--- src/hw/ooo_pkg.sv ---
`default_nettype none

package ooo_pkg;

    // data and pc width
    localparam int xlen = 32;

    // parallel execution slots
    localparam int n_stations = 4;
    localparam int sta_w = 2;

    // reorder buffer size
    // tag_w has to cover rob_depth exactly, so tags wrap for free
    localparam int rob_depth = 8;
    localparam int tag_w = 3;

    // iterative multiplier
    // 4 cycles, one byte of the multiplier per cycle
    localparam int mul_steps = 4;
    localparam int mul_bits = xlen / mul_steps;
    localparam int mul_cnt_w = $clog2(mul_steps);

    // decoded operation codes
    // op_jal writes pc + 4 and jumps to a + b
    // op_halt writes nothing, end of program marker
    typedef enum logic [2:0] {
        op_add  = 3'd0,
        op_sub  = 3'd1,
        op_xor  = 3'd2,
        op_slt  = 3'd3,
        op_mul  = 3'd4,
        op_jal  = 3'd5,
        op_halt = 3'd6
    } op_t;

endpackage

`default_nettype wire

--- src/hw/reorder_buffer.sv ---
`default_nettype none

module reorder_buffer import ooo_pkg::*; (
    input  logic                  itf,
    input  logic                  rst,
    // allocation from dispatch
    input  logic                  alloc,
    input  logic [tag_w-1:0]      alloc_tag,
    input  logic [xlen-1:0]       alloc_pc,
    input  logic [4:0]            alloc_rd,
    input  op_t                   alloc_op,
    // one completion port per station
    input  logic [n_stations-1:0] done,
    input  logic [tag_w-1:0]      done_tag [n_stations],
    input  logic [xlen-1:0]       done_data [n_stations],
    input  logic [xlen-1:0]       done_target [n_stations],
    output logic                  full,
    // in order retirement
    output logic                  commit,
    output logic [xlen-1:0]       commit_pc,
    output logic [4:0]            commit_rd,
    output op_t                   commit_op,
    output logic [xlen-1:0]       commit_data,
    output logic [xlen-1:0]       commit_target
);

    logic [rob_depth-1:0] valid;
    logic [rob_depth-1:0] rdy;
    logic [xlen-1:0]      pc_q [rob_depth];
    logic [4:0]           rd_q [rob_depth];
    op_t                  op_q [rob_depth];
    logic [xlen-1:0]      data_q [rob_depth];
    logic [xlen-1:0]      target_q [rob_depth];
    logic [tag_w-1:0]     head;
    logic [tag_w:0]       count;

    // an alloc in flight already holds a slot
    // commit in the same cycle is ignored, slightly pessimistic
    assign full = (count == (tag_w + 1)'(rob_depth))
                  || (alloc && count == (tag_w + 1)'(rob_depth - 1));

    // head retires once its result is in
    assign commit = valid[head] && rdy[head];
    assign commit_pc = pc_q[head];
    assign commit_rd = rd_q[head];
    assign commit_op = op_q[head];
    assign commit_data = data_q[head];
    assign commit_target = target_q[head];

    // entry state, head and occupancy
    always_ff @(posedge itf) begin
        if (rst) begin
            valid <= '0;
            rdy <= '0;
            head <= '0;
            count <= '0;
        end else begin
            if (commit) begin
                valid[head] <= 1'b0;
                rdy[head] <= 1'b0;
                head <= head + 1'b1;
            end
            // alloc slot is never the head of a non-empty buffer
            if (alloc) begin
                valid[alloc_tag] <= 1'b1;
                rdy[alloc_tag] <= 1'b0;
            end
            // all stations can land in the same cycle
            for (int i = 0; i < n_stations; i++) begin
                if (done[i]) begin
                    rdy[done_tag[i]] <= 1'b1;
                end
            end
            count <= count + (tag_w + 1)'(alloc) - (tag_w + 1)'(commit);
        end
    end

    // entry payload
    always_ff @(posedge itf) begin
        if (alloc) begin
            pc_q[alloc_tag] <= alloc_pc;
            rd_q[alloc_tag] <= alloc_rd;
            op_q[alloc_tag] <= alloc_op;
        end
        for (int i = 0; i < n_stations; i++) begin
            if (done[i]) begin
                data_q[done_tag[i]] <= done_data[i];
                target_q[done_tag[i]] <= done_target[i];
            end
        end
    end

    // completions only hit live, still pending entries
    for (genvar g = 0; g < n_stations; g++) begin : g_done_chk
        assert property (@(posedge itf) disable iff (rst)
            done[g] |-> valid[done_tag[g]] && !rdy[done_tag[g]])
            else $error("reorder_buffer: completion on tag %0d not pending", done_tag[g]);
    end

    // dispatch tail must land on a free slot of a buffer with room
    assert property (@(posedge itf) disable iff (rst)
        alloc |-> count != (tag_w + 1)'(rob_depth) && !valid[alloc_tag])
        else $error("reorder_buffer: alloc with no free entry");

endmodule

`default_nettype wire

--- config.mk ---
export PLATFORM = sky130hd
export DESIGN_NAME = reorder_buffer
export DESIGN_NICKNAME = d
export VERILOG_FILES = /design/src/hw/ooo_pkg.sv /design/src/hw/reorder_buffer.sv
export SDC_FILE = /design/constraint.sdc
export NUM_CORES = 2
export LEC_CHECK = 0
export ABC_CLOCK_PERIOD_IN_PS = 11700
export BUFFER_PORTS_ARGS = -buffer_cell sky130_fd_sc_hd__buf_2
export CAP_MARGIN = 20
export CELL_PAD_IN_SITES_DETAIL_PLACEMENT = 1
export CELL_PAD_IN_SITES_GLOBAL_PLACEMENT = 1
export CORE_MARGIN = 3
export CORE_UTILIZATION = 25
export CTS_BUF_LIST = sky130_fd_sc_hd__clkbuf_2 sky130_fd_sc_hd__clkbuf_4 sky130_fd_sc_hd__clkbuf_8
export DETAILED_ROUTE_END_ITERATION = 16
export PLACE_DENSITY = 0.43
export SLEW_MARGIN = 20
export SYNTH_ARGS = -nofsm -noshare
export SYNTH_HDL_FRONTEND = slang
export SYNTH_SLANG_ARGS = --single-unit
--- constraint.sdc ---
create_clock -name itf -period 11.7 [get_ports itf]
set_input_delay 1.755 -clock itf [delete_from_list [all_inputs] [get_ports itf]]
set_output_delay 1.755 -clock itf [all_outputs]
set_load 0.02 [all_outputs]
==> key figures <==
Drt
  • 1st-iter DRT viols: 1943
  • Via density: 5.09
  • Antenna-violating nets left: 0
  • Total wire length: 212 mm
  • Residual DRC count: 0
  • WL per Instance: 30.8 um
  • DR pass1 iterations: 6
  • Vias: 35100

Floorplanning
  • Die Span X: 452 um
  • Core box area: 198000 sq um
  • Row Count: 163
  • Die footprint: 204000 sq um
  • Starting density of the core: 0.252
  • IO Pins: 424
  • Chip height: 452 um

Timing
  • Period utilisation layout: 0.517
  • Pins Over Slew Limit: 0
  • RSZ-0062 raised after global routing: false
  • Fin. Hold Viols: 0
  • Hold_ws: 0.466 ns
  • Final setup violation count: 0
  • Worst-margin pin slew: 1.10 ns
  • Crit path time final: 6.05 ns
  • Maximum clock rate: 165 MHz
  • Slew HR: 0.266
  • Setup_tns: 0 ns
  • Clk_skew: 0.0376 ns

Worst setup path
  • Reg2Reg Launch Point: head[0]
  • CP Class: reg2out
  • Worst flop-to-flop path endpoint: count[2]
  • Cells on worst reg2reg path: 10
  • Reg2reg setup slack: 8.59 ns
  • Crit Path Max Fanout: 27
  • Worst path required time: 9.95 ns
  • Critical path endpoint category: output port
  • Critical path arrival: 4.29 ns
  • Crit start category: flop

Clock network
  • CTS resizes: 0
  • H-tree depth: 4
  • Max clock buf depth: 3
  • Clock sinks: 858
  • # hold bufs at CTS: 0
  • CTS tree: built
  • Setup Buffers After CTS: 0
  • CTS Buf Count: 171
  • Clock slew at reported path FFs: 0.06 ns
  • Root Buffer: clkbuf_8
  • Clock Latency Late Sink: 0.95 ns

Synthesis
  • Seq cells post-synth: 858
  • Ys async rst share: 0
  • Ys flop type: edfxtp_1
  • Synth area leaders: edfxtp_1 (50%), mux2i_1 (10%), mux4_2 (9.5%), a211oi_1 (7.7%), a21o_1 (7.7%)
  • Number of flops mapped to enable cells by yosys: 832
  • Synth top area share: 0.502
  • Synth Area per Inst: 12.5 sq um
  • Area leader, netlist: edfxtp_1
  • Syn Std Cell Area: 49700 sq um
  • Yosys Warn Count: 0
  • Syn Inst Count: 3993
  • Count of cell types in the netlist: 47
  • Syn nets: 4319
  • Post-synthesis sequential area ratio: 0.513

Final layout
  • Layout cell share with drive strength beyond 1: 0.268
  • Final net count: 4402
  • P&R area growth vs syn: 14.9%

Min path
  • HP Class: reg2reg
  • Hold EP: rdy[0]
  • HP Start: rdy[0]
  • Hold Crit Depth: 2

Power and ir drop
  • Max VDD drop: 124 uV
  • Total leakage power: 22.3 nW
  • PD cells: 140 nW/um^2
  • Overall Power: 8.00 mW

Place
  • IO Port Bufs: 423
  • Placed wire-length estimate: 122 mm
  • Routability Congestion: 0.733

Global routing
  • GRT Resource Usage Total: 0.205
  • Vias in the first global route: 37600
  • First-pass GRT wire length: 299 mm
  • Congestion Overflow GR: 0
  • Number of antenna violations at the first check in global routing: 93
  • Largest net degree at the start of global routing: 131

Run
  • Max capacitance violation total: 0

Run status
  • Status: finished clean
-- power by group --
| part | switching, mW | internal, mW | leakage, nW |
|---|---|---|---|
| combinational | 0.666 | 0.421 | 12.6 |
| clock | 1.48 | 1.70 | 1.79 |
| sequential | 0.0677 | 3.67 | 7.91 |
-- logic make-up (layout without fill, tap and decap cells) --
logic type | Yosys count | in the layout | synth area share
muxes | 834 | 834 | 0.223
DFF | 858 | 858 | 0.513
adders and majority gates | 8 | 8 | 0.00216
AOI/OAI and AO/OA | 1059 | 1059 | 0.159
buffers and inverters | 624 | 846 | 0.0519
and+or+nand+nor | 608 | 608 | 0.0503
other | 0 | 32 | 0
xor gates and xnor gates | 2 | 2 | 0.000352
-- cells in the final DEF, fill, tap and decap left out, types with 5 or more instances in the layout --
cell and n:
a211oi_1 513, a21o_1 513, a21oi_1 11, buf_12 9, buf_2 423, buf_4 81
bufinv_16 6, clkbuf_4 57, clkbuf_8 171, clkinv_1 45, clkinv_2 15, dfxtp_1 23
diode_2 32, edfxtp_1 832, ha_1 7, inv_1 14, inv_12 5, inv_2 6
mux2_2 108, mux2i_1 516, mux4_2 210, nand2_1 15, nand2b_1 6, nand3_1 8
nand3b_1 5, nand4_1 7, nand4b_1 9, nor2_1 523, nor2_4 7, nor2b_1 9
-- flip-flops by register name, indices dropped and copies added, names as in the netlist, named ones only --
register,flops
data_q,256
rd_q,40
rdy,8
valid,8
pc_q,256
op_q,24
head,3
count,4
target_q,256
-- routing by layer --
layer  up-vias  part of all wire  track usage
met4        16             0.030       0.0669
li1      15600                 -            -
met1     18300              0.42        0.246
met5         -           0.00050            0
met2       791              0.52        0.371
met3       406             0.035       0.0327
-- cell usage after synthesis (7+ instances only) --
| cell | number |
|---|---|
| a211oi_1 | 513 |
| clkbuf_1 | 372 |
| a21o_1 | 513 |
| nand2_1 | 15 |
| ha_1 | 7 |
| nor2b_1 | 9 |
| buf_1 | 81 |
| nand4_1 | 7 |
| clkbuf_2 | 64 |
| dfxtp_1 | 26 |
| inv_1 | 20 |
| nand3_1 | 11 |
| buf_4 | 20 |
| nand4b_1 | 9 |
| mux4_2 | 210 |
| nor2_1 | 530 |
| a21oi_1 | 11 |
| buf_2 | 66 |
| mux2_2 | 108 |
| edfxtp_1 | 832 |
| mux2i_1 | 516 |
-- worst max-delay path by stage --
stage	start	to	slack (ns)	cells after the start
after detailed placement	flop	commit_data[28]	6.49	5
after CTS	flop	commit_data[28]	5.39	5
after global placement	flop	commit_data[17]	6.49	5
after global routing	flop	commit_data[28]	5.33	5
after floorplan	done_tag[8]	data_q[7][0]	6.38	5
final	flop	commit_data[15]	5.65	5
-- layout make-up --
class | instances | area (sq um)
inverter | 20 | 75.1
timing repair buffer | 514 | 2920
multi-input combinational | 2511 | 21800
clock inverter | 84 | 647
fill | 21400 | 140000
tap | 2640 | 3300
sequential | 858 | 25500
clock buffer | 228 | 2780
antenna | 32 | 80.1
-- per-stage QoR --
stage          setup slack, ns   util  instance area [sq um]  std cells
2_1_floorplan             6.38      -                  49700       3993
3_3_place_gp              6.49  0.271                  53600       6543
3_5_place_dp              6.49  0.272                  53700       6543
4_1_cts                   5.39  0.289                  57100       6855
5_1_grt                   5.33  0.289                  57100       6877
6_report                  5.65  0.289                  57200       6887
-- critical path: stages (launching register included) --
cell and delay, ns:
dfxtp_4 0.76, buf_4 0.71, buf_4 0.63, mux4_2 0.59, mux2_2 0.33, buf_2 0.18
(Power assumes the default switching activity.)
