### src/hw/ooo_pkg.sv
`default_nettype none

package ooo_pkg;

    // data and pc width
    localparam int xlen = 32;

    // parallel execution slots
    localparam int n_stations = 4;
    localparam int sta_w = 2;

    // reorder buffer size
    // tag_w has to cover rob_depth exactly, so tags wrap for free
    localparam int rob_depth = 8;
    localparam int tag_w = 3;

    // iterative multiplier
    // 4 cycles, one byte of the multiplier per cycle
    localparam int mul_steps = 4;
    localparam int mul_bits = xlen / mul_steps;
    localparam int mul_cnt_w = $clog2(mul_steps);

    // decoded operation codes
    // op_jal writes pc + 4 and jumps to a + b
    // op_halt writes nothing, end of program marker
    typedef enum logic [2:0] {
        op_add  = 3'd0,
        op_sub  = 3'd1,
        op_xor  = 3'd2,
        op_slt  = 3'd3,
        op_mul  = 3'd4,
        op_jal  = 3'd5,
        op_halt = 3'd6
    } op_t;

endpackage

`default_nettype wire

### src/hw/res_station.sv
`default_nettype none

module res_station import ooo_pkg::*; (
    input  logic             itf,
    input  logic             rst,
    input  logic             start,
    input  op_t              op,
    input  logic [xlen-1:0]  a,
    input  logic [xlen-1:0]  b,
    input  logic [xlen-1:0]  pc,
    input  logic [tag_w-1:0] tag,
    output logic             busy,
    output logic             done,
    output logic [tag_w-1:0] done_tag,
    output logic [xlen-1:0]  done_data,
    output logic [xlen-1:0]  done_target
);

    logic                 active;
    logic [mul_cnt_w-1:0] step;
    logic                 last;
    logic [xlen-1:0]      acc;
    logic [xlen-1:0]      mcand;
    logic [xlen-1:0]      mplier;
    logic [xlen-1:0]      part;
    logic [xlen-1:0]      alu_res;

    // shift and add over one slice of the multiplier
    function automatic logic [xlen-1:0] mul_slice(input logic [xlen-1:0] m,
                                                  input logic [mul_bits-1:0] bits);
        logic [xlen-1:0] sum;
        sum = '0;
        for (int j = 0; j < mul_bits; j++) begin
            if (bits[j]) begin
                sum = sum + (m << j);
            end
        end
        return sum;
    endfunction

    // single cycle ops
    always_comb begin
        unique case (op)
            op_add:  alu_res = a + b;
            op_sub:  alu_res = a - b;
            op_xor:  alu_res = a ^ b;
            op_slt:  alu_res = ($signed(a) < $signed(b)) ? xlen'(1) : '0;
            // link value
            op_jal:  alu_res = pc + xlen'(4);
            // halt retires with zero data
            default: alu_res = '0;
        endcase
    end

    // next partial product while the multiplier runs
    assign part = mul_slice(mcand, mplier[mul_bits-1:0]);
    assign last = step == mul_cnt_w'(mul_steps - 1);

    // only the multiplier holds the station
    assign busy = active;

    always_ff @(posedge itf) begin
        if (rst) begin
            active <= 1'b0;
            step <= '0;
            done <= 1'b0;
        end else begin
            done <= 1'b0;
            if (start) begin
                if (op == op_mul) begin
                    // first slice is taken on the start edge
                    active <= 1'b1;
                    step <= mul_cnt_w'(1);
                end else begin
                    done <= 1'b1;
                end
            end else if (active) begin
                step <= step + 1'b1;
                if (last) begin
                    active <= 1'b0;
                    done <= 1'b1;
                end
            end
        end
    end

    // datapath
    always_ff @(posedge itf) begin
        if (start) begin
            done_tag <= tag;
            // jump target, ignored by the rob unless op_jal
            done_target <= a + b;
            if (op == op_mul) begin
                acc <= mul_slice(a, b[mul_bits-1:0]);
                mcand <= a << mul_bits;
                mplier <= b >> mul_bits;
            end else begin
                done_data <= alu_res;
            end
        end else if (active) begin
            acc <= acc + part;
            mcand <= mcand << mul_bits;
            mplier <= mplier >> mul_bits;
            // low xlen bits of the product
            if (last) begin
                done_data <= acc + part;
            end
        end
    end

    // dispatch masks busy stations, so a new start never overlaps a multiply
    assert property (@(posedge itf) disable iff (rst) start |-> !active)
        else $error("res_station: start while busy");

endmodule

`default_nettype wire

### config.mk
export PLATFORM = sky130hd
export DESIGN_NAME = res_station
export DESIGN_NICKNAME = d
export VERILOG_FILES = /design/src/hw/ooo_pkg.sv /design/src/hw/res_station.sv
export SDC_FILE = /design/constraint.sdc
export NUM_CORES = 1
export LEC_CHECK = 0
export CAP_MARGIN = 20
export CORE_UTILIZATION = 35
export CTS_BUF_LIST = sky130_fd_sc_hd__clkbuf_16
export DETAILED_ROUTE_END_ITERATION = 12
export DONT_BUFFER_PORTS = 1
export GPL_ROUTABILITY_DRIVEN = 1
export PLACE_DENSITY_LB_ADDON = 0.3
export SLEW_MARGIN = 20
export SYNTH_ARGS = -nofsm -noshare
export SYNTH_HDL_FRONTEND = slang
export SYNTH_SLANG_ARGS = --single-unit
### constraint.sdc
create_clock -name itf -period 15.1 [get_ports itf]
set_input_delay 1.51 -clock itf [delete_from_list [all_inputs] [get_ports itf]]
set_output_delay 1.51 -clock itf [all_outputs]
set_load 0.01 [all_outputs]
==> results.rst <==
.. list-table::
   :header-rows: 1

   * - Metric
     - Value
   * - HPWL after DPL
     - 90500 µm
   * - Worst-path fanout max
     - 19
   * - Cell repeated most along the worst path
     - nand2_1
   * - Number of failing hold endpoints at the final stage
     - 0
   * - Pre-CTS setup slack
     - -212 ps
   * - Die extent in x
     - 303 µm
   * - Share of cells above drive strength 1
     - 7.03%
   * - Average size of a mapped cell
     - 7.65 µm²
   * - DIE AREA
     - 92100 µm²
   * - Total routing usage reported by global routing
     - 24.4%
   * - Clock latency on the worst-skew pair
     - 470 ps
   * - Initial core utilization
     - 35.3%
   * - R2R cell count
     - 59
   * - TritonCTS clock tree
     - yes
   * - Hold slack final
     - 490 ps
   * - CP Data Arrival Time
     - 14540 ps
   * - Switching share of power
     - 50.0%
   * - Synth Register Bits
     - 151
   * - Outcome
     - finished, final reports clean
   * - Per-cell routed wire length
     - 22.1 µm
   * - Summed area of non-filler cells in the final layout
     - 33700 µm²
   * - VDD IR-drop max
     - 0.000107 V
   * - Seq/Total Area, Yosys
     - 14.1%
   * - Pin count of the biggest net entering global routing
     - 115
   * - Total I/O pin count
     - 174
   * - Max H-tree Level
     - 4
   * - Count of antenna-violating nets left after detailed routing
     - 0
   * - Sequential power share
     - 11.8%
   * - Share of power burned in the clock network
     - 8.6%
   * - Post-route non-filler standard cell count
     - 5242
   * - Residual DRC count
     - 0
   * - Worst r2r dst
     - done_data[31]
   * - Maximum clock skew at final layout
     - 16.6 ps
   * - Global route total overflow
     - 0
   * - Max-cap violations
     - 0
   * - Critical path launch point type
     - input port
   * - Pwr Density
     - 158 nW/µm²
   * - Post-route minimum period
     - 14230 ps
   * - Cell count after synthesis
     - 4155
   * - Number of vias in the routed layout
     - 31120
   * - Kind of end point of the critical path
     - flip-flop
   * - Core region area
     - 90000 µm²
   * - Total CTS buffers
     - 17
   * - Cell at the root of the clock tree
     - clkbuf_16
   * - Vias in the first global route
     - 28724
   * - Longest Clk Path Bufs
     - 2
   * - Final critical-path share of the clock period
     - 94.3%
   * - Post-synth net total
     - 4711
   * - Warning count from the yosys run
     - 0
   * - Distinct cell type count after synthesis
     - 104
   * - Last weighted congestion value of the routability-driven placer
     - 0.959
   * - Share of power burned in combinational logic
     - 79.5%
   * - Number of enable-type register cells in the synthesized netlist
     - 147
   * - Synthesized area
     - 31800 µm²
   * - Number of nets in the final layout
     - 4609
   * - Worst Setup Path Type
     - input port to flip-flop
   * - Max-slew violation count
     - 0
   * - Proportion of synthesized flip-flops having asynchronous set or reset
     - 0%
   * - Slowest cell on crit path
     - or4b_1
   * - Detailed Route WL
     - 116000 µm
   * - Count of buffers from port buffering
     - 0
   * - Required time worst endpoint
     - 15410 ps
   * - Detailed-routing iteration count for the pre-antenna-repair pass
     - 6
   * - Die Height
     - 303 µm
   * - Cell-internal power
     - 2.68 mW
   * - Area growth from synthesis to layout
     - 6.09%
   * - Std-Cell Rows
     - 110
   * - Ys flop type
     - edfxtp_1
   * - Setup slack of the most critical reg-to-reg path
     - 1110 ps
   * - Largest stage delay on the critical path
     - 510 ps
   * - Endpoint, Worst Hold
     - step[1]
   * - Initial antenna violation count
     - 9
   * - Number of inserted diodes
     - 0
   * - Post-Place Cells
     - 5204
   * - Number of sinks driven by the clock tree
     - 151
   * - Worst hold-check path type
     - flip-flop to flip-flop
   * - Fin worst setup slack
     - 865 ps
   * - Worst R2R Start
     - mcand[9]
   * - Initial DRC Count
     - 2615
   * - Clock slew at the register clock pins of the worst setup and hold paths
     - 70 ps
   * - Post-detailed-route via-to-cell ratio
     - 5.94
   * - Number of setup violations in the final report
     - 0
   * - Fillcell total
     - 9486
   * - Standard cell area after detailed placement
     - 32900 µm²
   * - Worst hold start
     - step[1]
   * - Relative max-transition margin
     - 20.4%
   * - Maximum clock rate
     - 70.3 MHz
   * - Leakage
     - 14.3 nW
   * - Switching power total
     - 2.67 mW
   * - Hold buffer count at CTS
     - 0
   * - WHS Path Cells
     - 2
   * - Global-route wire length before repair
     - 172000 µm
   * - Slew at the pin with the worst max-slew slack
     - 1180 ps
stage by stage:
stage / total power [mW] / TNS, ps / utilization (%)
global placement: 4.73 / 0 / 36.6
detailed placement: 4.75 / -212 / 36.6
finish: 5.35 / 0 / 37.5
global route: 5.82 / -22.1 / 37.5
CTS: 5.23 / 0 / 37.2
floorplan: 3.90 / 0 / -
metal layers:
metal	GRT usage, %	vias to the layer above	share of wire, %
met3	2.92	188	6.5
met5	0	-	0.017
met2	39.9	1012	45
met1	32.7	14741	45
li1	-	15177	-
met4	8.71	2	3.6
layout by cell type (no fill, tap or decap), types with 62 or more instances in the layout:
cell | synthesis | layout
nor2_1 | 317 | 315
nand3_1 | 82 | 82
inv_1 | 216 | 217
nor3_1 | 63 | 63
xnor2_1 | 218 | 218
nand2_1 | 425 | 424
o21bai_1 | 63 | 62
o21ai_0 | 256 | 246
and2_1 | 63 | 63
xor2_1 | 126 | 124
mux2_2 | 119 | 119
o21a_1 | 81 | 81
edfxtp_1 | 147 | 147
a21o_1 | 149 | 149
a21oi_1 | 398 | 395
ha_1 | 434 | 430
synthesized netlist by cell type, types with 82 or more instances:
master	count	share of area, %
xor2_1	126	3.5
o21ai_0	256	4.0
ha_1	434	17
clkbuf_1	127	1.5
mux2_2	119	4.2
a21oi_1	398	6.3
xnor2_1	218	6.0
a21o_1	149	3.5
inv_1	216	2.5
nor2_1	317	3.7
edfxtp_1	147	14
nand2_1	425	5.0
nand3_1	82	1.3
power groups by stage:
| stage | registers (mW) | logic (mW) | clock network (mW) |
|---|---|---|---|
| after floorplan | 0.615 | 3.28 | 0 |
| after global placement | 0.645 | 4.08 | 0 |
| after detailed placement | 0.645 | 4.10 | 0 |
| after CTS | 0.636 | 4.13 | 0.466 |
| after global routing | 0.640 | 4.70 | 0.480 |
| final | 0.632 | 4.25 | 0.462 |
repair_timing:
| item | CTS | global route |
|---|---|---|
| hold endpoints to repair | 0 | 0 |
| gates resized for setup | 0 | 44 |
| setup buffers | 0 | 5 |
| setup endpoints to repair | 0 | 3 |
how the worst max path moves through the flow:
stage	cells past startpoint	slack (ps)	end	from
floorplan	66	880	acc[31]	a[1]
detailed placement	66	-210	acc[31]	b[0]
global placement	65	10	acc[31]	b[0]
CTS	66	200	acc[31]	b[0]
finish	62	870	acc[31]	a[2]
global route	68	-20	acc[31]	b[0]
logic make-up (layout without fill, tap and decap cells):
| kind of cell | count (synthesis) | count (layout) | share of synthesized area, % |
|---|---|---|---|
| adders and majority gates | 453 | 453 | 18.2 |
| buffers and inverters | 380 | 291 | 4.57 |
| DFF | 151 | 151 | 14.1 |
| muxes | 157 | 157 | 5.44 |
| AOI/OAI and AO/OA | 1432 | 1432 | 29.6 |
| xor gates and xnor gates | 347 | 347 | 9.69 |
| and+or+nand+nor | 1235 | 1235 | 18.3 |
state kept, by name (all words and copies together), names as in the netlist:
signal,count
done_target,32
acc,32
step,2
mcand,24
done_data,32
mplier,24
done_tag,3
busy,1
done,1
critical path: cells and delay by family:
family	cells	cell delay [ps]
mux	2	680
simple gates	17	2610
compound gates	30	6470
buf+inv	1	70
fa+ha+maj	7	2460
xor+xnor	5	720
area by class of cell:
type	count	area, µm²	area share (%)
Sequential cell	151	4490	13.3
Tap cell	1176	1470	4.36
Multi-Input combinational cell	3624	26100	77.2
Inverter	223	837	2.48
Clock buffer	17	425	1.26
Timing Repair Buffer	36	278	0.823
Clock inverter	15	173	0.512
Note: power is estimated with default switching activity, not from simulation.
