[src/hw/ooo_pkg.sv]
`default_nettype none

package ooo_pkg;

    // data and pc width
    localparam int xlen = 32;

    // parallel execution slots
    localparam int n_stations = 4;
    localparam int sta_w = 2;

    // reorder buffer size
    // tag_w has to cover rob_depth exactly, so tags wrap for free
    localparam int rob_depth = 8;
    localparam int tag_w = 3;

    // iterative multiplier
    // 4 cycles, one byte of the multiplier per cycle
    localparam int mul_steps = 4;
    localparam int mul_bits = xlen / mul_steps;
    localparam int mul_cnt_w = $clog2(mul_steps);

    // decoded operation codes
    // op_jal writes pc + 4 and jumps to a + b
    // op_halt writes nothing, end of program marker
    typedef enum logic [2:0] {
        op_add  = 3'd0,
        op_sub  = 3'd1,
        op_xor  = 3'd2,
        op_slt  = 3'd3,
        op_mul  = 3'd4,
        op_jal  = 3'd5,
        op_halt = 3'd6
    } op_t;

endpackage

`default_nettype wire

[src/hw/retire_monitor.sv]
`default_nettype none

module retire_monitor import ooo_pkg::*; (
    input  logic            itf,
    input  logic            rst,
    // head entry from the rob
    input  logic            commit,
    input  logic [xlen-1:0] commit_pc,
    input  logic [4:0]      commit_rd,
    input  op_t             commit_op,
    input  logic [xlen-1:0] commit_data,
    input  logic [xlen-1:0] commit_target,
    // trace record
    output logic            retire_valid,
    output logic [xlen-1:0] retire_order,
    output logic [xlen-1:0] retire_pc,
    output logic [xlen-1:0] retire_next_pc,
    output logic [4:0]      retire_rd,
    output logic [xlen-1:0] retire_rd_data,
    output logic            retire_halt
);

    logic [xlen-1:0] next_order;

    // record strobe, order counter, halt flag
    always_ff @(posedge itf) begin
        if (rst) begin
            retire_valid <= 1'b0;
            retire_order <= '0;
            next_order <= '0;
            retire_halt <= 1'b0;
        end else begin
            retire_valid <= commit;
            retire_halt <= commit && commit_op == op_halt;
            // first record carries order 0
            if (commit) begin
                retire_order <= next_order;
                next_order <= next_order + 1'b1;
            end
        end
    end

    // record payload
    always_ff @(posedge itf) begin
        if (commit) begin
            retire_pc <= commit_pc;
            retire_rd <= commit_rd;
            // only a jump leaves the sequential path
            retire_next_pc <= (commit_op == op_jal) ? commit_target : commit_pc + xlen'(4);
            // x0 always reads as zero
            retire_rd_data <= (commit_rd == 5'd0) ? '0 : commit_data;
        end
    end

endmodule

`default_nettype wire

[config.mk]
export PLATFORM = sky130hd
export DESIGN_NAME = retire_monitor
export DESIGN_NICKNAME = d
export VERILOG_FILES = /design/src/hw/ooo_pkg.sv /design/src/hw/retire_monitor.sv
export SDC_FILE = /design/constraint.sdc
export NUM_CORES = 1
export LEC_CHECK = 0
export BUFFER_PORTS_ARGS = -buffer_cell sky130_fd_sc_hd__buf_2
export CORE_ASPECT_RATIO = 0.75
export CORE_UTILIZATION = 50
export DETAILED_ROUTE_END_ITERATION = 10
export PLACE_DENSITY = 0.8
export SYNTH_ARGS = -nofsm -noshare
export SYNTH_HDL_FRONTEND = slang
export SYNTH_SLANG_ARGS = --single-unit
[constraint.sdc]
create_clock -name itf -period 2.6 [get_ports itf]
set_clock_uncertainty 0.05 [all_clocks]
set_input_delay 0.13 -clock itf [delete_from_list [all_inputs] [get_ports itf]]
set_output_delay 0.13 -clock itf [all_outputs]
set_load 0.01 [all_outputs]
==> flow_summary.toml, run 1 <==
[layout]
fin_util_pct = 73.2
fin_nets = 1011
syn_to_final_growth_pct = 40.6
drive_gt1_share_pct = 31.4

[clocking]
cts-resized-gates = 0
clock_sinks = 167
cts_hold_buf = 85
htreeDepth = 4
clockBufferDepth = 2
cts_tree = "yes"
clock-root-buffer = "clkbuf_16"
insertion_delay_ps = 430
cts_buffers = 17
clkTransAtPathRegs_ps = 70
cts_setup_buffers = 0

[yosys]
synth_adder_area_share_pct = 0.363
synth_fp_nets = 694
synth_edf_count = 101
seq_area_frac_synth_pct = 63.1
synth_compound_area_share_pct = 6.24
synthMuxAreaShare_pct = 5.93
synth_seq_cells = 167
avgSynthCellArea_sq_um = 11.8
synth_top_family_by_area = "simple AND/OR/NAND/NOR gates"
synthCells = 585
synth_area_sq_um = 6900
synthSimpleGateAreaFrac_pct = 18.6
ys_dominant_reg_cell = "edfxtp_1"
ys.warnings.count = 0
ys_types = 35
synth_xor_xnor_area_share_pct = 3.43
ys_async_sr_fraction_pct = 0

[grt]
grt_usage_pct = 28.4
grt_max_degree = 134
grt_antenna_before_repair = 1
grt_pass1_wl_mm = 30.4
grt-ovfl-total = 0
grt_pass1_vias = 5902

[route]
wirelength_mm = 20.1
avgViaCountPerCell = 5.49
dr.pass1.iters = 5
drc = 0
wl_per_cell_microns = 18.5
drtIter0Drc = 450
vias = 5968
route.antenna.remaining_nets = 0

[power]
share_comb_of_total_power_pct = 10.3
p_sw_share_pct = 23.3
p_int_mw = 4.79
seqPwrFrac_pct = 48.3
p_leak_nw = 3.99
clkPwrFrac_pct = 41.4
peakVddDrop_mv = 0.544
powerDensity_nw_per_um2 = 643
switching_power_mw = 1.45

[floorplan]
core-area_sq_um = 13200
dieArea_sq_um = 14300
die_x_microns = 138
initial_core_util_pct = 52.1
rows = 36
io_pins = 242
die_h_microns = 104

[worst_setup_path]
worstPathArrival_ps = 2590
worst-path-buf-inv = 2
critPathMaxStageDelay_ps = 610
critical_path.top_delay_family = "simple AND/OR/NAND/NOR gates"
critical_path_class = "input port to flip-flop"
startpoint_type = "input port"
worstPathRequired_ps = 2820
end_kind = "flip-flop"
cp_max_fo = 14
worstPathCellList = "dlygate4sd3_1 -> buf_2 -> ha_1 -> and3_1 -> nand3_1 -> or4_1 -> a31oi_1"
critPathSlowestCell = "or4_1"

[place]
gp_congestion = 0.807
io_buffers = 241
dp_hpwl_mm = 12.8

[sta]
hold_slack_ps = -7.34
drv_slew = 0
rsz0062_at_grt = "no"
fmax_ghz = 0.422
period_needed_ps = 2370
finalHoldViolCount = 1
setup_viol = 0
tightest_slew_ps = 789
slew_headroom_pct = 47.4
fin_crit_sh_pct = 91.2
setup_tns_ps = 0

[status]
violations = "negative hold slack"
status = "finished with violations"

[job]
cap_violations = 0

[min_path]
worstHoldPathType = "input port to flip-flop"
==> state kept, by name (all words and copies together) (netlist names) <==
register        count
retire_rd_data     32
retire_valid        1
retire_next_pc     32
retire_order       32
retire_pc          32
retire_rd           5
retire_halt         1
next_order         32
==> cell type report <==
type,count,area [sq um]
Sequential cell,167,4350
Inverter,5,18.8
Clock buffer,18,429
Clock inverter,14,171
Antenna cell,1,2.50
Timing Repair Buffer,332,2120
Tap cell,171,214
Fill cell,848,3540
Multi-Input combinational cell,379,2390
==> synthesized netlist by cell type (2+ instances only) <==
library cell	count	area share, %
a21oi_1	29	2.1
a31oi_1	14	1.3
and3_1	9	0.82
and4_1	9	1.1
buf_1	6	0.33
buf_6	2	0.33
clkbuf_1	25	1.4
dfxtp_1	66	19
edfxtp_1	101	44
ha_1	2	0.36
inv_1	5	0.27
mux2_2	7	1.1
mux2i_1	33	4.8
nand2_1	24	1.3
nand3_1	20	1.5
nand3b_1	2	0.22
nand4_1	12	1.1
nor2_1	81	4.4
nor2b_1	37	3.4
nor3_1	2	0.15
nor4_1	7	0.63
o21ai_0	5	0.36
o31ai_1	23	2.5
or3_1	5	0.45
or4_1	24	2.6
xnor2_1	11	1.4
xor2_1	16	2.0
==> final timing paths <==
path                startpoint                  to  slack, ps  cells past startpoint
max reg2reg      next_order[6]      next_order[29]        380                      4
min reg2reg   retire_order[30]    retire_order[30]        440                      2
max               commit_pc[2]  retire_next_pc[24]        230                      7
min          commit_target[11]  retire_next_pc[11]         -7                      3
==> routing by layer <==
metal	global-route usage (%)	routed length (microns)
met3	6.51	1600
met2	49.5	10300
met1	32.4	7600
met5	0	0
met4	14.1	588
==> cells by family after synthesis <==
kind of cell | Yosys count
DFF | 167
and+or+nand+nor | 239
xor gates and xnor gates | 27
buffers and inverters | 39
AOI/OAI and AO/OA | 71
muxes | 40
adders and majority gates | 2
==> power groups by stage <==
stage	Sequential [mW]	Clock [mW]	Combinational (mW)
floorplan	3.14	0	0.132
global placement	3.06	0	0.511
detailed placement	3.07	0	0.523
CTS	3.01	2.61	0.628
global route	3.03	2.70	0.692
finish	3.01	2.58	0.642
==> metrics by stage <==
step	setup slack (ps)	std cells	power (mW)	area [sq um]
detailed placement	386	968	3.59	8240
floorplan	527	585	3.27	6900
finish	230	1087	6.24	9700
global placement	495	968	3.57	8240
CTS	318	1085	6.24	9690
global route	56.4	1087	6.41	9700
==> worst min-delay path: stages <==
cell and delay (ps):
buf_2 80, nor2_1 40, a21oi_1 110
==> cells in the final DEF (no fill, tap or decap), types with 2 or more instances in the layout <==
cell / netlist / layout
a21oi_1: 29 / 29
a31oi_1: 14 / 14
and3_1: 9 / 9
and4_1: 9 / 9
buf_2: 1 / 240
buf_4: 0 / 4
bufinv_16: 0 / 3
clkbuf_16: 0 / 17
clkinvlp_2: 0 / 2
clkinvlp_4: 0 / 2
dfxtp_1: 66 / 66
dlygate4sd3_1: 0 / 86
edfxtp_1: 101 / 101
ha_1: 2 / 2
inv_1: 5 / 5
inv_6: 0 / 5
mux2_2: 7 / 7
mux2i_1: 33 / 33
nand2_1: 24 / 24
nand3_1: 20 / 20
nand3b_1: 2 / 2
nand4_1: 12 / 12
nor2_1: 81 / 80
nor2b_1: 37 / 37
nor3_1: 2 / 2
nor4_1: 7 / 7
o21ai_0: 5 / 5
o31ai_1: 23 / 23
or3_1: 5 / 5
or4_1: 24 / 24
xnor2_1: 11 / 11
xor2_1: 16 / 16
Power figures use the tool's default switching activity.
==> inputs of run 2 (changes only) <==
- CTS_BUF_LIST: default -> sky130_fd_sc_hd__clkbuf_16
==> run 2 against run 1 <==
The flow still finishes with violations (negative hold slack). Maximum frequency unchanged. Final cell count did not move. Sequential cell count did not move. Critical endpoint unchanged. Largest cell class unchanged.
==> flow_summary.toml, run 2 (synthesis results as in run 1) <==
[sta]
fmax_ghz = 0.422
finalHoldViolCount = 1
fin_crit_sh_pct = 91.2
period_needed_ps = 2370
tightest_slew_ps = 789
drv_slew = 0
setup_viol = 0
setup_tns_ps = 0
rsz0062_at_grt = "no"
hold_slack_ps = -7.34
slew_headroom_pct = 47.4

[min_path]
worstHoldPathType = "input port to flip-flop"
whs_endpoint = "retire_next_pc[11]"
holdPathStages = 3
hold_start = "commit_target[11]"

[clocking]
htreeDepth = 4
clkTransAtPathRegs_ps = 70
clock-root-buffer = "clkbuf_16"
cts_buffers = 17
clockBufferDepth = 2
cts_tree = "yes"
cts_setup_buffers = 0
cts-resized-gates = 0
clock_sinks = 167
insertion_delay_ps = 430

[worst_setup_path]
end_kind = "flip-flop"
cp_max_fo = 14
worstPathRequired_ps = 2820
r2r_cells = 4
r2r-end = "next_order[29]"
regToRegSetupSlack_ps = 380
startpoint_type = "input port"
critical_path_class = "input port to flip-flop"
r2r-start = "next_order[6]"
worstPathArrival_ps = 2590

[route]
wl_per_cell_microns = 18.5
dr.pass1.iters = 5
avgViaCountPerCell = 5.49
drtIter0Drc = 449
vias = 5969
wirelength_mm = 20.1
drc = 0
route.antenna.remaining_nets = 0

[layout]
fin_nets = 1011
layout_commonest_cell = "buf_2"
fillers = 848
syn_to_final_growth_pct = 40.6
drive_gt1_share_pct = 31.4
mostFrequentLayoutCells = "240 x buf_2, 101 x edfxtp_1, 86 x dlygate4sd3_1, 80 x nor2_1, 66 x dfxtp_1"
fin_util_pct = 73.2

[power]
powerDensity_nw_per_um2 = 643
peakVddDrop_mv = 0.544
p_leak_nw = 3.99

[floorplan]
io_pins = 242
dieArea_sq_um = 14300
core-area_sq_um = 13200
initial_core_util_pct = 52.1
die_h_microns = 104
die_x_microns = 138
rows = 36

[place]
dp_hpwl_mm = 12.8
gp_congestion = 0.807
io_buffers = 241

[status]
status = "finished with violations"
violations = "negative hold slack"

[grt]
grt_pass1_vias = 5902
grt_antenna_before_repair = 1
grt-ovfl-total = 0
grt_pass1_wl_mm = 30.4
grt_usage_pct = 28.4
grt_max_degree = 134

[job]
cap_violations = 0
[run 2: final cells by class]
class,instances,area (sq um),share of cell area (%)
inverter,5,18.8,0.193
clock inverter,15,175,1.81
antenna,1,2.50,0.0258
clock buffer,17,425,4.39
timing repair buffer,332,2120,21.9
sequential,167,4350,44.9
tap,171,214,2.21
multi-input combinational,379,2390,24.6
[run 2: worst max-delay path by stage]
stage / startpoint / endpoint / slack [ps] / cells past startpoint
after floorplan: next_order[11] / next_order[31] / 530 / 6
after global placement: next_order[10] / next_order[31] / 490 / 4
after detailed placement: next_order[6] / next_order[29] / 390 / 4
after CTS: commit_pc[2] / retire_next_pc[24] / 320 / 7
after global routing: commit_pc[2] / retire_next_pc[24] / 60 / 7
final: commit_pc[2] / retire_next_pc[24] / 230 / 7
[run 2: worst max-delay path, cell delays in order]
cell	delay (ps)
dlygate4sd3_1	530
buf_2	160
ha_1	210
and3_1	330
nand3_1	410
or4_1	610
a31oi_1	200
[run 2: timing repair]
action / CTS / global route
endpoints found under the setup margin: 0 / 0
hold endpoints to repair: 86 / 1
hold buffers: 85 / 1
[run 2: metrics by stage]
stage | std cells | instance area (sq um) | hold slack, ps | worst slack (ps) | power [mW]
6_report | 1087 | 9700 | -7.34 | 230 | 6.23
5_1_grt | 1087 | 9700 | 14.3 | 56.4 | 6.41
4_1_cts | 1085 | 9690 | 2.41 | 318 | 6.24
3_5_place_dp | 968 | 8240 | 275 | 386 | 3.59
3_3_place_gp | 968 | 8240 | 270 | 495 | 3.57
2_1_floorplan | 585 | 6900 | 160 | 527 | 3.27
[run 2: power breakdown]
part           internal [mW]  leakage (nW)  switching [mW]
combinational          0.299          2.18           0.343
clock                   1.51         0.286            1.06
sequential              2.97          1.52          0.0457
total                   4.78          3.99            1.45
[run 2: routing by layer]
metal / GRT usage (%) / vias to the layer above / wire, microns / part of all wire, %
met4: 14.1 / 0 / 588 / 2.9
met1: 32.4 / 2828 / 7600 / 38
li1: - / 2806 / - / -
met2: 49.5 / 290 / 10300 / 51
met5: 0 / - / 0 / 0
met3: 6.51 / 45 / 1600 / 8.0
==> inputs of run 3 (changes only) <==
- CELL_PAD_IN_SITES_DETAIL_PLACEMENT: default -> 2
- CELL_PAD_IN_SITES_GLOBAL_PLACEMENT: default -> 2
- CORE_UTILIZATION: 50 -> 31
- PLACE_DENSITY: 0.8 -> default
- PLACE_DENSITY_LB_ADDON: default -> 0.1
- clock period: 2.6 -> 2.4 ns (I/O delays scaled with it)
==> run 3 against run 2 <==
The flow now finishes without violations. Final cell count rose by 12%. Global-route usage down 6.1 points. Clock-buffer cell count did not move. Die area is 60% higher. Highest routed layer unchanged.
==> flow_summary.toml, run 3 (synthesis results as in run 1) <==
[worst_setup_path]
worstPathArrival_ps = 2440
critical_path.top_delay_family = "simple AND/OR/NAND/NOR gates"
end_kind = "flip-flop"
worstPathRequired_ps = 2610
worstPathCellList = "dlygate4sd3_1 -> buf_2 -> and4_1 -> nand2_1 -> or4_1 -> a31oi_1"
worst-path-buf-inv = 2
critPathSlowestCell = "or4_1"
critical_path_class = "input port to flip-flop"
cp_max_fo = 22
critPathMaxStageDelay_ps = 650
path_depth = 6
r2r_cells = 4
startpoint_type = "input port"

[grt]
grt_antenna_before_repair = 2
use_met3_pct = 5.06
grtUsageMet1_pct = 26.4
grt_usage_pct = 22.3
grt_pass1_wl_mm = 39.0
grt-ovfl-total = 0
grt_max_degree = 138
use_met2_pct = 39.3
top_usage_layer = "met2"
grt_pass1_vias = 6736

[layout]
drive_gt1_share_pct = 32.1
final_area_sq_um = 9990
mostFrequentLayoutCells = "240 x buf_2, 101 x edfxtp_1, 90 x dlygate4sd3_1, 80 x nor2_1, 66 x dfxtp_1"
layout_commonest_cell = "buf_2"
fin_util_pct = 46.5
syn_to_final_growth_pct = 44.8
final_cells = 1218
fin_nets = 1024

[power]
powerDensity_nw_per_um2 = 691
power.total_mw = 6.91
p_leak_nw = 4.07
peakVddDrop_mv = 0.394

[sta]
setup_tns_ps = 0
slew_headroom_pct = 45.4
finalHoldViolCount = 0
fin_crit_sh_pct = 92.8
period_needed_ps = 2230
hold_slack_ps = 8.67
tightest_slew_ps = 818
rsz0062_at_grt = "no"
drv_slew = 0
fmax_ghz = 0.449
setup_slack_ps = 172
setup_viol = 0

[clocking]
htreeDepth = 4
clkTransAtPathRegs_ps = 70
insertion_delay_ps = 430
cts_tree = "yes"
clockBufferDepth = 2
clock-root-buffer = "clkbuf_16"
clock_sinks = 167
cts_buffers = 17

[min_path]
worstHoldPathType = "input port to flip-flop"
holdPathStages = 2

[job]
cap_violations = 0

[place]
dp_hpwl_mm = 16.1
dp_slack_ps = 171
placed_area_sq_um = 8460
io_buffers = 241
gp_congestion = 0.820
dp_cells = 1094

[route]
wirelength_mm = 25.1
drtIter0Drc = 284
vias = 5996
avgViaCountPerCell = 4.92
dr.pass1.iters = 4
wl_per_cell_microns = 20.6
route.antenna.remaining_nets = 0
drc = 0

[floorplan]
io_pins = 242
dieArea_sq_um = 22900
core-area_sq_um = 21500
die_h_microns = 131
die_x_microns = 174
rows = 46
initial_core_util_pct = 32.1

[status]
status = "finished clean"
-- run 3: layout make-up --
class | instances | area (sq um)
Multi-Input combinational cell | 379 | 2390
Fill cell | 2209 | 11500
Clock buffer | 17 | 425
Inverter | 5 | 18.8
Clock inverter | 15 | 191
Timing Repair Buffer | 345 | 2240
Antenna cell | 2 | 5.00
Tap cell | 288 | 360
Sequential cell | 167 | 4350
-- run 3: path summary, 6_finish.rpt --
path                                           end  slack [ps]              from
worst max-delay path            retire_next_pc[24]         170     commit_pc[13]
worst min-delay path            retire_rd_data[21]           9   commit_data[21]
worst max register to register      next_order[27]         200    next_order[11]
worst min register to register    retire_order[23]         450  retire_order[23]
-- run 3: power breakdown --
part / total (mW) / switching (mW) / internal, mW
clock network: 2.91 / 1.25 / 1.67
logic: 0.731 / 0.397 / 0.334
registers: 3.26 / 0.0492 / 3.21
total: 6.91 / 1.69 / 5.21
-- run 3: metal layers --
layer	share of wire, %	vias to the layer above
met4	2.5	0
met5	0	-
li1	-	2832
met2	50	181
met3	5.1	38
met1	43	2945
-- run 3: what timing repair did --
action,in CTS,in global routing
resized for setup,0,1
setup buffers,0,0
hold buffers,90,0
endpoints found under the setup margin,0,4
hold endpoints to repair,89,0
-- run 3: worst reg2reg max path, stage by stage (launching register included) --
cell and delay [ps]:
dfxtp_1 440, nand4_1 150, or4_4 700, nor4_1 390, mux2_2 380
